## config.mk

```make
export PLATFORM = sky130hd
export DESIGN_NAME = decodeStage
export DESIGN_NICKNAME = d
export VERILOG_FILES = /design/src/source/decodePkg.sv /design/src/source/instrDecoder.sv /design/src/source/operandFetch.sv /design/src/source/issueLatch.sv /design/src/source/decodeStage.sv
export SDC_FILE = /design/constraint.sdc
export NUM_CORES = 2
export LEC_CHECK = 0
export BUFFER_PORTS_ARGS = -buffer_cell sky130_fd_sc_hd__buf_2
export CORE_ASPECT_RATIO = 1.5
export CORE_MARGIN = 2
export CORE_UTILIZATION = 39
export CTS_BUF_LIST = sky130_fd_sc_hd__clkbuf_2 sky130_fd_sc_hd__clkbuf_4 sky130_fd_sc_hd__clkbuf_8
export CTS_CLUSTER_DIAMETER = 100
export CTS_CLUSTER_SIZE = 8
export DETAILED_ROUTE_END_ITERATION = 16
export GPL_TIMING_DRIVEN = 0
export PLACE_DENSITY = 0.53
export SETUP_SLACK_MARGIN = 0.02
export SLEW_MARGIN = 20
export SYNTH_ARGS = -nofsm -noshare
export SYNTH_HDL_FRONTEND = slang
export SYNTH_HIERARCHICAL = 1
export SYNTH_SLANG_ARGS = --single-unit
```

## constraint.sdc

```tcl
create_clock -name CLK -period 8.8 [get_ports CLK]
set_clock_uncertainty 0.1 [all_clocks]
set_input_delay 0 -clock CLK [delete_from_list [all_inputs] [get_ports CLK]]
set_output_delay 0 -clock CLK [all_outputs]
set_load 0.005 [all_outputs]
```

## src/source/decodePkg.sv

```systemverilog
/*
 * Decode stage shared definitions: widths, opcode and function codes,
 * ALU operation codes, the instruction word views and the issue bundle
 */
`default_nettype none

package decodePkg;

	localparam int XLEN     = 32;
	localparam int REG_BITS = 5;
	localparam int NUM_REGS = 32;
	localparam int ALU_BITS = 6;

	localparam logic [REG_BITS-1:0] LINK_REG = 5'd31;

	// ------------------------------------------------------------
	// Opcode and function codes
	// ------------------------------------------------------------
	localparam logic [5:0] OPC_SPECIAL = 6'h00;
	localparam logic [5:0] OPC_J       = 6'h02;
	localparam logic [5:0] OPC_JAL     = 6'h03;
	localparam logic [5:0] OPC_BEQ     = 6'h04;
	localparam logic [5:0] OPC_BNE     = 6'h05;
	localparam logic [5:0] OPC_ADDI    = 6'h08;
	localparam logic [5:0] OPC_ADDIU   = 6'h09;
	localparam logic [5:0] OPC_SLTI    = 6'h0a;
	localparam logic [5:0] OPC_SLTIU   = 6'h0b;
	localparam logic [5:0] OPC_ANDI    = 6'h0c;
	localparam logic [5:0] OPC_ORI     = 6'h0d;
	localparam logic [5:0] OPC_XORI    = 6'h0e;
	localparam logic [5:0] OPC_LUI     = 6'h0f;
	localparam logic [5:0] OPC_LW      = 6'h23;
	localparam logic [5:0] OPC_SW      = 6'h2b;

	localparam logic [5:0] FN_SLL  = 6'h00;
	localparam logic [5:0] FN_SRL  = 6'h02;
	localparam logic [5:0] FN_SRA  = 6'h03;
	localparam logic [5:0] FN_JR   = 6'h08;
	localparam logic [5:0] FN_JALR = 6'h09;
	localparam logic [5:0] FN_ADD  = 6'h20;
	localparam logic [5:0] FN_ADDU = 6'h21;
	localparam logic [5:0] FN_SUB  = 6'h22;
	localparam logic [5:0] FN_SUBU = 6'h23;
	localparam logic [5:0] FN_AND  = 6'h24;
	localparam logic [5:0] FN_OR   = 6'h25;
	localparam logic [5:0] FN_XOR  = 6'h26;
	localparam logic [5:0] FN_NOR  = 6'h27;
	localparam logic [5:0] FN_SLT  = 6'h2a;
	localparam logic [5:0] FN_SLTU = 6'h2b;

	// ALU operations seen by execute, zero is never issued
	localparam logic [ALU_BITS-1:0] ALU_ADD  = 6'h01; // Also link and address calc
	localparam logic [ALU_BITS-1:0] ALU_SUB  = 6'h1d;
	localparam logic [ALU_BITS-1:0] ALU_AND  = 6'h04;
	localparam logic [ALU_BITS-1:0] ALU_OR   = 6'h10;
	localparam logic [ALU_BITS-1:0] ALU_XOR  = 6'h1f;
	localparam logic [ALU_BITS-1:0] ALU_NOR  = 6'h0f;
	localparam logic [ALU_BITS-1:0] ALU_SLT  = 6'h15;
	localparam logic [ALU_BITS-1:0] ALU_SLTU = 6'h3f;
	localparam logic [ALU_BITS-1:0] ALU_SLL  = 6'h03;
	localparam logic [ALU_BITS-1:0] ALU_SRL  = 6'h1b;
	localparam logic [ALU_BITS-1:0] ALU_SRA  = 6'h19;
	localparam logic [ALU_BITS-1:0] ALU_LUI  = 6'h08;

	// ------------------------------------------------------------
	// Instruction word views
	// ------------------------------------------------------------
	typedef struct packed {
		logic [5:0]          opcode;
		logic [REG_BITS-1:0] rs;
		logic [REG_BITS-1:0] rt;
		logic [REG_BITS-1:0] rd;
		logic [REG_BITS-1:0] shamt;
		logic [5:0]          funct;
	} rType_t;

	typedef struct packed {
		logic [5:0]          opcode;
		logic [REG_BITS-1:0] rs;
		logic [REG_BITS-1:0] rt;
		logic [15:0]         imm;
	} iType_t;

	typedef struct packed {
		logic [5:0]  opcode;
		logic [25:0] index;
	} jType_t;

	typedef union packed {
		rType_t rFields;
		iType_t iFields;
		jType_t jFields;
	} instrWord_t;

	// ------------------------------------------------------------
	// Decoded controls and pipeline bundles
	// ------------------------------------------------------------
	typedef struct packed {
		logic [ALU_BITS-1:0] aluOp;
		logic                aluSrc;      // Operand B from immediate
		logic                memRead;
		logic                memWrite;
		logic                writeEnable;
		logic                isBranch;
		logic                branchNe;
		logic                isJump;
		logic                jumpReg;
		logic                isLink;
		logic                illegal;
	} ctrl_t;

	typedef struct packed {
		logic                writeEnable;
		logic [REG_BITS-1:0] dest;
		logic [XLEN-1:0]     data;
	} fwdPort_t;

	typedef struct packed {
		ctrl_t               ctrl;
		logic [REG_BITS-1:0] dest;
		logic [XLEN-1:0]     operandA;
		logic [XLEN-1:0]     operandB;
		logic [XLEN-1:0]     storeData;
		logic [REG_BITS-1:0] shamt;
		logic                takenBranch;
		logic [XLEN-1:0]     nextPc;
	} issue_t;

endpackage

`default_nettype wire

```

## src/source/instrDecoder.sv

```systemverilog
/*
 * Control decoder: instruction word to control bits, destination
 * register and extended immediate
 */
`timescale 1ns/1ps
`default_nettype none

module instrDecoder import decodePkg::*; (
	input  instrWord_t          instr,
	output ctrl_t               ctrl,
	output logic [REG_BITS-1:0] dest,
	output logic [XLEN-1:0]     imm
);

	ctrl_t decoded;
	logic  useRd;     // R-type destination
	logic  zeroExt;   // Logical immediates
	logic  upperImm;  // lui

	always_comb begin
		decoded  = '0;
		useRd    = 1'b0;
		zeroExt  = 1'b0;
		upperImm = 1'b0;
		case (instr.rFields.opcode)
			OPC_SPECIAL: begin
				useRd               = 1'b1;
				decoded.writeEnable = 1'b1;
				case (instr.rFields.funct)
					FN_ADD, FN_ADDU: decoded.aluOp = ALU_ADD;
					FN_SUB, FN_SUBU: decoded.aluOp = ALU_SUB;
					FN_AND:          decoded.aluOp = ALU_AND;
					FN_OR:           decoded.aluOp = ALU_OR;
					FN_XOR:          decoded.aluOp = ALU_XOR;
					FN_NOR:          decoded.aluOp = ALU_NOR;
					FN_SLT:          decoded.aluOp = ALU_SLT;
					FN_SLTU:         decoded.aluOp = ALU_SLTU;
					FN_SLL:          decoded.aluOp = ALU_SLL;
					FN_SRL:          decoded.aluOp = ALU_SRL;
					FN_SRA:          decoded.aluOp = ALU_SRA;
					FN_JR: begin
						decoded.aluOp       = ALU_ADD;
						decoded.writeEnable = 1'b0;
						decoded.isJump      = 1'b1;
						decoded.jumpReg     = 1'b1;
					end
					FN_JALR: begin
						decoded.aluOp   = ALU_ADD; // pc+4 plus 4 is not used, link adds
						decoded.isJump  = 1'b1;
						decoded.jumpReg = 1'b1;
						decoded.isLink  = 1'b1;
					end
					default: begin
						decoded         = '0;
						decoded.illegal = 1'b1;
						useRd           = 1'b0;
					end
				endcase
			end
			OPC_J: begin
				decoded.aluOp  = ALU_ADD;
				decoded.isJump = 1'b1;
			end
			OPC_JAL: begin
				decoded.aluOp       = ALU_ADD;
				decoded.isJump      = 1'b1;
				decoded.isLink      = 1'b1;
				decoded.writeEnable = 1'b1;
			end
			OPC_BEQ, OPC_BNE: begin
				decoded.aluOp    = ALU_SUB;
				decoded.isBranch = 1'b1;
				decoded.branchNe = (instr.rFields.opcode == OPC_BNE);
			end
			OPC_ADDI, OPC_ADDIU, OPC_SLTI, OPC_SLTIU,
			OPC_ANDI, OPC_ORI, OPC_XORI, OPC_LUI: begin
				decoded.aluSrc      = 1'b1;
				decoded.writeEnable = 1'b1;
				case (instr.rFields.opcode)
					OPC_SLTI:  decoded.aluOp = ALU_SLT;
					OPC_SLTIU: decoded.aluOp = ALU_SLTU;
					OPC_ANDI:  decoded.aluOp = ALU_AND;
					OPC_ORI:   decoded.aluOp = ALU_OR;
					OPC_XORI:  decoded.aluOp = ALU_XOR;
					OPC_LUI:   decoded.aluOp = ALU_LUI;
					default:   decoded.aluOp = ALU_ADD;
				endcase
				zeroExt  = (decoded.aluOp == ALU_AND) || (decoded.aluOp == ALU_OR) ||
				           (decoded.aluOp == ALU_XOR);
				upperImm = (decoded.aluOp == ALU_LUI);
			end
			OPC_LW: begin
				decoded.aluOp       = ALU_ADD; // Address = rs + offset
				decoded.aluSrc      = 1'b1;
				decoded.memRead     = 1'b1;
				decoded.writeEnable = 1'b1;
			end
			OPC_SW: begin
				decoded.aluOp    = ALU_ADD;
				decoded.aluSrc   = 1'b1;
				decoded.memWrite = 1'b1;
			end
			default: decoded.illegal = 1'b1;
		endcase
	end

	// Link always targets r31, jalr included
	assign dest = decoded.isLink ? LINK_REG :
	              (useRd ? instr.rFields.rd : instr.iFields.rt);

	always_comb begin
		ctrl             = decoded;
		ctrl.writeEnable = decoded.writeEnable && (dest != '0); // r0 never written
	end

	always_comb begin
		if (upperImm)
			imm = {instr.iFields.imm, {(XLEN-16){1'b0}}};
		else if (zeroExt)
			imm = {{(XLEN-16){1'b0}}, instr.iFields.imm};
		else
			imm = {{(XLEN-16){instr.iFields.imm[15]}}, instr.iFields.imm};
	end

endmodule

`default_nettype wire

```

## src/source/operandFetch.sv

```systemverilog
/*
 * Operand fetch: register file written from writeback, and source
 * operand forwarding from execute, memory and writeback
 */
`timescale 1ns/1ps
`default_nettype none

module operandFetch import decodePkg::*; (
	input  wire logic       CLK,
	input  wire logic       RESET,
	input  instrWord_t      instr,
	input  fwdPort_t        exFwd,
	input  fwdPort_t        memFwd,
	input  fwdPort_t        wbFwd,
	output logic [XLEN-1:0] rsValue,
	output logic [XLEN-1:0] rtValue
);

	logic [XLEN-1:0]     regFile [NUM_REGS];
	logic [REG_BITS-1:0] rsIdx;
	logic [REG_BITS-1:0] rtIdx;

	// Newest producer wins, r0 is hardwired
	function automatic logic [XLEN-1:0] pickOperand(
		input logic [REG_BITS-1:0] idx,
		input logic [XLEN-1:0]     fileValue,
		input fwdPort_t            ex,
		input fwdPort_t            mem,
		input fwdPort_t            wb
	);
		if (idx == '0)
			return '0;
		else if (ex.writeEnable && (ex.dest == idx))
			return ex.data;
		else if (mem.writeEnable && (mem.dest == idx))
			return mem.data;
		else if (wb.writeEnable && (wb.dest == idx))
			return wb.data;
		else
			return fileValue;
	endfunction

	// ------------------------------------------------------------
	// Register file
	// ------------------------------------------------------------
	always_ff @(posedge CLK or negedge RESET) begin
		if (!RESET) begin
			for (int i = 0; i < NUM_REGS; i++) begin
				regFile[i] <= '0;
			end
		end else if (wbFwd.writeEnable && (wbFwd.dest != '0)) begin
			regFile[wbFwd.dest] <= wbFwd.data;
		end
	end

	// ------------------------------------------------------------
	// Source operands
	// ------------------------------------------------------------
	assign rsIdx = instr.rFields.rs;
	assign rtIdx = instr.rFields.rt;

	assign rsValue = pickOperand(rsIdx, regFile[rsIdx], exFwd, memFwd, wbFwd);
	assign rtValue = pickOperand(rtIdx, regFile[rtIdx], exFwd, memFwd, wbFwd);

endmodule

`default_nettype wire

```

## src/source/issueLatch.sv

```systemverilog
/*
 * Issue latch: branch resolution, next address, operand selection
 * and the valid/ready output register toward execute
 */
`timescale 1ns/1ps
`default_nettype none

module issueLatch import decodePkg::*; (
	input  wire logic           CLK,
	input  wire logic           RESET,
	input  wire logic           inValid,
	output logic                inReady,
	input  instrWord_t          instr,
	input  wire [XLEN-1:0]      pc,
	input  ctrl_t               ctrl,
	input  wire [REG_BITS-1:0]  dest,
	input  wire [XLEN-1:0]      imm,
	input  wire [XLEN-1:0]      rsValue,
	input  wire [XLEN-1:0]      rtValue,
	input  wire [XLEN-1:0]      exResult,
	output logic                outValid,
	input  wire logic           outReady,
	output issue_t              issue,
	output fwdPort_t            exFwd
);

	logic [XLEN-1:0] pcPlus4;
	logic [XLEN-1:0] branchTarget;
	logic [XLEN-1:0] jumpTarget;
	logic            taken;
	logic            load;
	issue_t          nextIssue;

	// ------------------------------------------------------------
	// Control flow
	// ------------------------------------------------------------
	assign pcPlus4      = pc + XLEN'(4);
	assign branchTarget = pcPlus4 + (imm << 2);
	assign jumpTarget   = {pcPlus4[XLEN-1 -: 4], instr.jFields.index, 2'b00};

	// beq takes on equal, bne on not equal
	assign taken = ctrl.isBranch && ((rsValue == rtValue) != ctrl.branchNe);

	always_comb begin
		nextIssue             = '0;
		nextIssue.ctrl        = ctrl;
		nextIssue.dest        = dest;
		nextIssue.storeData   = rtValue;
		nextIssue.shamt       = instr.rFields.shamt;
		nextIssue.takenBranch = taken;

		if (ctrl.jumpReg)
			nextIssue.nextPc = rsValue;     // jr, jalr
		else if (ctrl.isJump)
			nextIssue.nextPc = jumpTarget;
		else if (taken)
			nextIssue.nextPc = branchTarget;
		else
			nextIssue.nextPc = pcPlus4;

		// Link computes pc+4 + 4 in execute
		if (ctrl.isLink) begin
			nextIssue.operandA = pcPlus4;
			nextIssue.operandB = XLEN'(4);
		end else begin
			nextIssue.operandA = rsValue;
			nextIssue.operandB = ctrl.aluSrc ? imm : rtValue;
		end
	end

	// ------------------------------------------------------------
	// Output register
	// ------------------------------------------------------------
	assign inReady = !outValid || outReady;  // Slot empty or draining
	assign load    = inValid && inReady;

	always_ff @(posedge CLK or negedge RESET) begin
		if (!RESET) begin
			outValid <= 1'b0;
			issue    <= '0;
		end else begin
			if (inReady)
				outValid <= inValid;
			if (load)
				issue <= nextIssue;
		end
	end

	// Held instruction feeds back its ALU result, loads are not ready yet
	assign exFwd.writeEnable = outValid && issue.ctrl.writeEnable && !issue.ctrl.memRead;
	assign exFwd.dest        = issue.dest;
	assign exFwd.data        = exResult;

endmodule

`default_nettype wire

```

## src/source/decodeStage.sv

```systemverilog
/*
 * Decode stage top: control decoder and operand fetch side by side,
 * joined in the issue latch
 */
`timescale 1ns/1ps
`default_nettype none

module decodeStage import decodePkg::*; (
	input  wire logic      CLK,
	input  wire logic      RESET,
	// Fetch side
	input  wire logic      inValid,
	output logic           inReady,
	input  instrWord_t     instr,
	input  wire [XLEN-1:0] pc,
	// Execute side
	output logic           outValid,
	input  wire logic      outReady,
	output issue_t         issue,
	input  wire [XLEN-1:0] exResult,
	// Later stages
	input  fwdPort_t       memFwd,
	input  fwdPort_t       wbFwd
);

	ctrl_t               ctrl;
	logic [REG_BITS-1:0] dest;
	logic [XLEN-1:0]     imm;
	logic [XLEN-1:0]     rsValue;
	logic [XLEN-1:0]     rtValue;
	fwdPort_t            exFwd;

	instrDecoder u_decoder (
		.instr (instr),
		.ctrl  (ctrl),
		.dest  (dest),
		.imm   (imm)
	);

	operandFetch u_operands (
		.CLK     (CLK),
		.RESET   (RESET),
		.instr   (instr),
		.exFwd   (exFwd),
		.memFwd  (memFwd),
		.wbFwd   (wbFwd),
		.rsValue (rsValue),
		.rtValue (rtValue)
	);

	issueLatch u_issue (
		.CLK      (CLK),
		.RESET    (RESET),
		.inValid  (inValid),
		.inReady  (inReady),
		.instr    (instr),
		.pc       (pc),
		.ctrl     (ctrl),
		.dest     (dest),
		.imm      (imm),
		.rsValue  (rsValue),
		.rtValue  (rtValue),
		.exResult (exResult),
		.outValid (outValid),
		.outReady (outReady),
		.issue    (issue),
		.exFwd    (exFwd)
	);

endmodule

`default_nettype wire

```

==> summary.txt <==
Detailed routing
  – Vias: 54100
  – Via density: 6.46
  – Post-route ant nets: 0
  – DR DRC count: 0
  – Total Routed Length: 334 mm
  – WL/cell: 39.9 µm
  – First DRT Iteration DRCs: 5563
  – 1st-pass router iterations: 6

Setup path
  – Max FO, Critical Path: 10
  – Largest stage delay on the critical path: 0.77 ns
  – R2R cell count: 23
  – CP Class: input pin to register
  – Top Family by Delay on Critical Path: buffers and inverters
  – Critical Path Source Type: input pin
  – R2r setup slk: 0.07 ns
  – Crit path DAT: 9.68 ns
  – Crit path capture: u_issue/issue[27]$_DFFE_PN0P_
  – Worst flop-to-flop path endpoint: u_issue/issue[27]$_DFFE_PN0P_
  – Worst Setup SP: instr[24]
  – Worst setup EP type: register
  – Worst reg2reg startpoint: u_issue/exFwd[36]$_DFFE_PN0P_
  – CP cell instances: dlygate4sd3_1, buf_2, clkbuf_1, buf_2, buf_2, buf_2, mux4_2, mux2i_1, o22ai_1, xnor2_1, nand4_1, nor4_1, nand2_1, xnor2_1, nand2_1, buf_2, buf_6, nand2_1, o21ai_0, dlygate4sd3_1, a21oi_1, dlygate4sd3_1, nor2_1, dlygate4sd3_1
  – Critical path data required time: 9.62 ns
  – Slowest cell on crit path: clkbuf_1
  – Critical Path Stages: 24
  – Crit path top cell by count: buf_2
  – CP Buf/Inv Count: 11

Yosys
  – Yosys Warn Count: 6
  – Distinct cells, synth: 85
  – #FFs+latches synth: 1180
  – Main synth FF type: dfrtp_1
  – Cells after Synth: 5206
  – Syn_nets: 5420
  – Post-synthesis cell area: 67300 µm²
  – Number of synthesized flops with an enable pin: 0
  – Avg Inst Size Synth: 12.9 µm²
  – Sequential area share after synthesis: 43.9%
  – Asr flop ratio synth: 100%

Placement
  – PortBufs: 294
  – Final GP Congestion: 1.09
  – Detailed Place HPWL: 250 mm

Power
  – Power per cell area: 201 nW/µm²
  – Total power: 15.8 mW
  – Worst IR Drop VDD: 0.139 mV
  – Leakage: 34.1 nW

GRT
  – Initial antenna violation count: 36
  – First-pass GRT wire length: 454 mm
  – Met2 usage: 58.5%
  – Met3 Resource Use GR: 11.6%
  – Met1 Use GR: 40.5%
  – Largest net degree at the start of global routing: 133
  – GRT busiest layer: met2
  – Global route overflow: 0
  – Vias in the first global route: 54400
  – Tot GR Track Use: 37.8%

STA
  – Tightest Pin Transition: 1.29 ns
  – Final period utilization: 101%
  – Max-Slew Margin vs Limit: 13.7%
  – Tmin final: 8.87 ns
  – Final hold violations: 0
  – Unrepaired setup endpoints after global routing: false
  – Max Clk Rate: 0.113 GHz
  – Setup TNS: -0.128 ns
  – Slew Viols, Final: 0
  – # setup viols final: 2
  – Post-route setup slack: -0.0657 ns

Run status
  – Status: finished with violations
  – Failing checks: setup timing

Floorplanning
  – Io pins: 333
  – Site Rows: 186
  – Die Area: 176000 µm²
  – Die Y: 513 µm
  – Core area: 171000 µm²
  – Initial Util: 39.3%
  – Die W: 343 µm

Clock network
  – Htree depth: 4
  – Number of CTS-inserted buffers: 165
  – Skew-Pair Late Insertion Delay: 1.01 ns
  – Sink Count: 1180
  – Setup bufs post-CTS: 0
  – Worst-path clk slew: 0.07 ns
  – CTS tree: done
  – Clk buf depth: 3
  – CTS Root Cell: clkbuf_8

Layout
  – Layout cells sized above 1: 38.0%
  – Layout area overhead: 16.7%
  – Nets: 6278
  – Fillers: 15800
  – Most common cell after layout, fill and taps aside: dfrtp_1
  – FF+latch area: 29500 µm²
  – Multi-input gate area: 35100 µm²
  – Most frequent cells in the layout: dfrtp_1 (1180), mux2_2 (1028), mux4_2 (498)
  – Final Util: 45.9%

Min path
  – Min-delay worst type: input pin to register

Flow run
  – MaxCap Viol Count: 0
-- Yosys cell counts (54+ instances only) --
cell	instances	area share (%)
mux2_2	1028	17
clkbuf_1	316	1.8
dfrtp_1	1180	44
buf_2	105	0.78
nor2_1	110	0.61
a22oi_1	67	0.75
nand2_1	422	2.4
o221ai_1	54	0.70
xnor2_1	67	0.87
mux2i_1	240	3.6
buf_1	73	0.41
o22ai_1	64	0.59
nand3_1	57	0.42
buf_4	62	0.69
mux4_2	498	17
o21ai_0	141	1.0
a21oi_1	112	0.83
-- metal layers --
layer / vias to the layer above / part of all wire, %
li1: 21300 / -
met4: 14 / 12
met2: 3367 / 46
met1: 28100 / 34
met3: 1347 / 9.0
met5: - / 0.029
-- kinds of logic after synthesis --
family                     Yosys count  synth area share (%)
muxes                             1767                  37.4
DFF                               1180                  43.9
and+or+nand+nor                    796                  5.39
AOI/OAI and AO/OA                  705                  7.01
buffers and inverters              606                  4.07
xor gates and xnor gates           114                  1.49
adders and majority gates           38                 0.718
-- layout make-up --
| class | count | share of cell area (%) |
|---|---|---|
| timing repair buffer | 691 | 7.26 |
| sequential | 1180 | 37.6 |
| inverter | 38 | 0.182 |
| clock buffer | 166 | 2.91 |
| multi-input combinational | 3420 | 44.7 |
| antenna | 39 | 0.124 |
| tap | 2256 | 3.59 |
| clock inverter | 15 | 0.210 |
| buffer | 568 | 3.39 |
-- metrics by stage --
step	hold slack [ns]	area [µm²]	std cells	setup WS (ns)
2_1_floorplan	-0.396	67300	5206	4.85
3_3_place_gp	0.132	71600	7756	-19.62
3_5_place_dp	-0.0860	72100	7774	0.610
4_1_cts	0.000815	78300	8330	0.177
5_1_grt	0.0379	78500	8348	0.0867
6_report	0.0563	78600	8373	-0.0657
-- worst reg2reg max path, stage by stage (launching register included) --
cell and delay [ns]:
dfrtp_1 0.82, xor2_1 0.15, nor4_1 0.41, nand3_1 0.30, nand2_1 0.23, buf_2 0.38
o221ai_1 0.21, dlygate4sd3_1 0.63, a31oi_1 0.58, xnor2_1 0.50, nand4_1 0.31, nor4_1 0.55
nand2_1 0.19, xnor2_1 0.19, nand2_1 0.10, buf_2 0.47, buf_6 0.27, nand2_1 0.12
o21ai_0 0.25, dlygate4sd3_1 0.61, a21oi_1 0.05, dlygate4sd3_1 0.61, nor2_1 0.09, dlygate4sd3_1 0.55
-- flip-flops by register name, summed over array words and instances, names as in the netlist --
register and flops:
u_operands/regFile 1024, u_issue/issue 150, u_issue/exFwd 5, u_issue/outValid 1
-- worst min-delay path by stage --
stage                       startpoint                                 end  depth (start not counted)
after floorplan                  RESET       u_issue/exFwd[32]$_DFFE_PN0P_                          0
after global placement         inValid        u_issue/outValid$_DFFE_PN0N_                          2
after detailed placement         RESET        u_issue/issue[8]$_DFFE_PN0P_                          1
after CTS                 exResult[20]       u_issue/issue[58]$_DFFE_PN0P_                          6
after global routing         wbFwd[21]  u_operands/regFile[21]$_DFFE_PN0P_                          3
final                     exResult[20]       u_issue/issue[58]$_DFFE_PN0P_                          6
-- repair_timing --
action | 4_1_cts | 5_1_grt
endpoints found under the hold margin | 1674 | 0
setup endpoints to repair | 0 | 2
resized for setup | 0 | 4
hold buffers | 375 | 0
-- power breakdown --
part	internal, mW	switching (mW)	leakage, nW
Combinational	2.25	2.34	17.8
Sequential	6.45	0.796	15.1
Clock	1.72	2.22	1.25
Total	10.4	5.35	34.1
No activity file was read; power rests on OpenSTA's default activity.
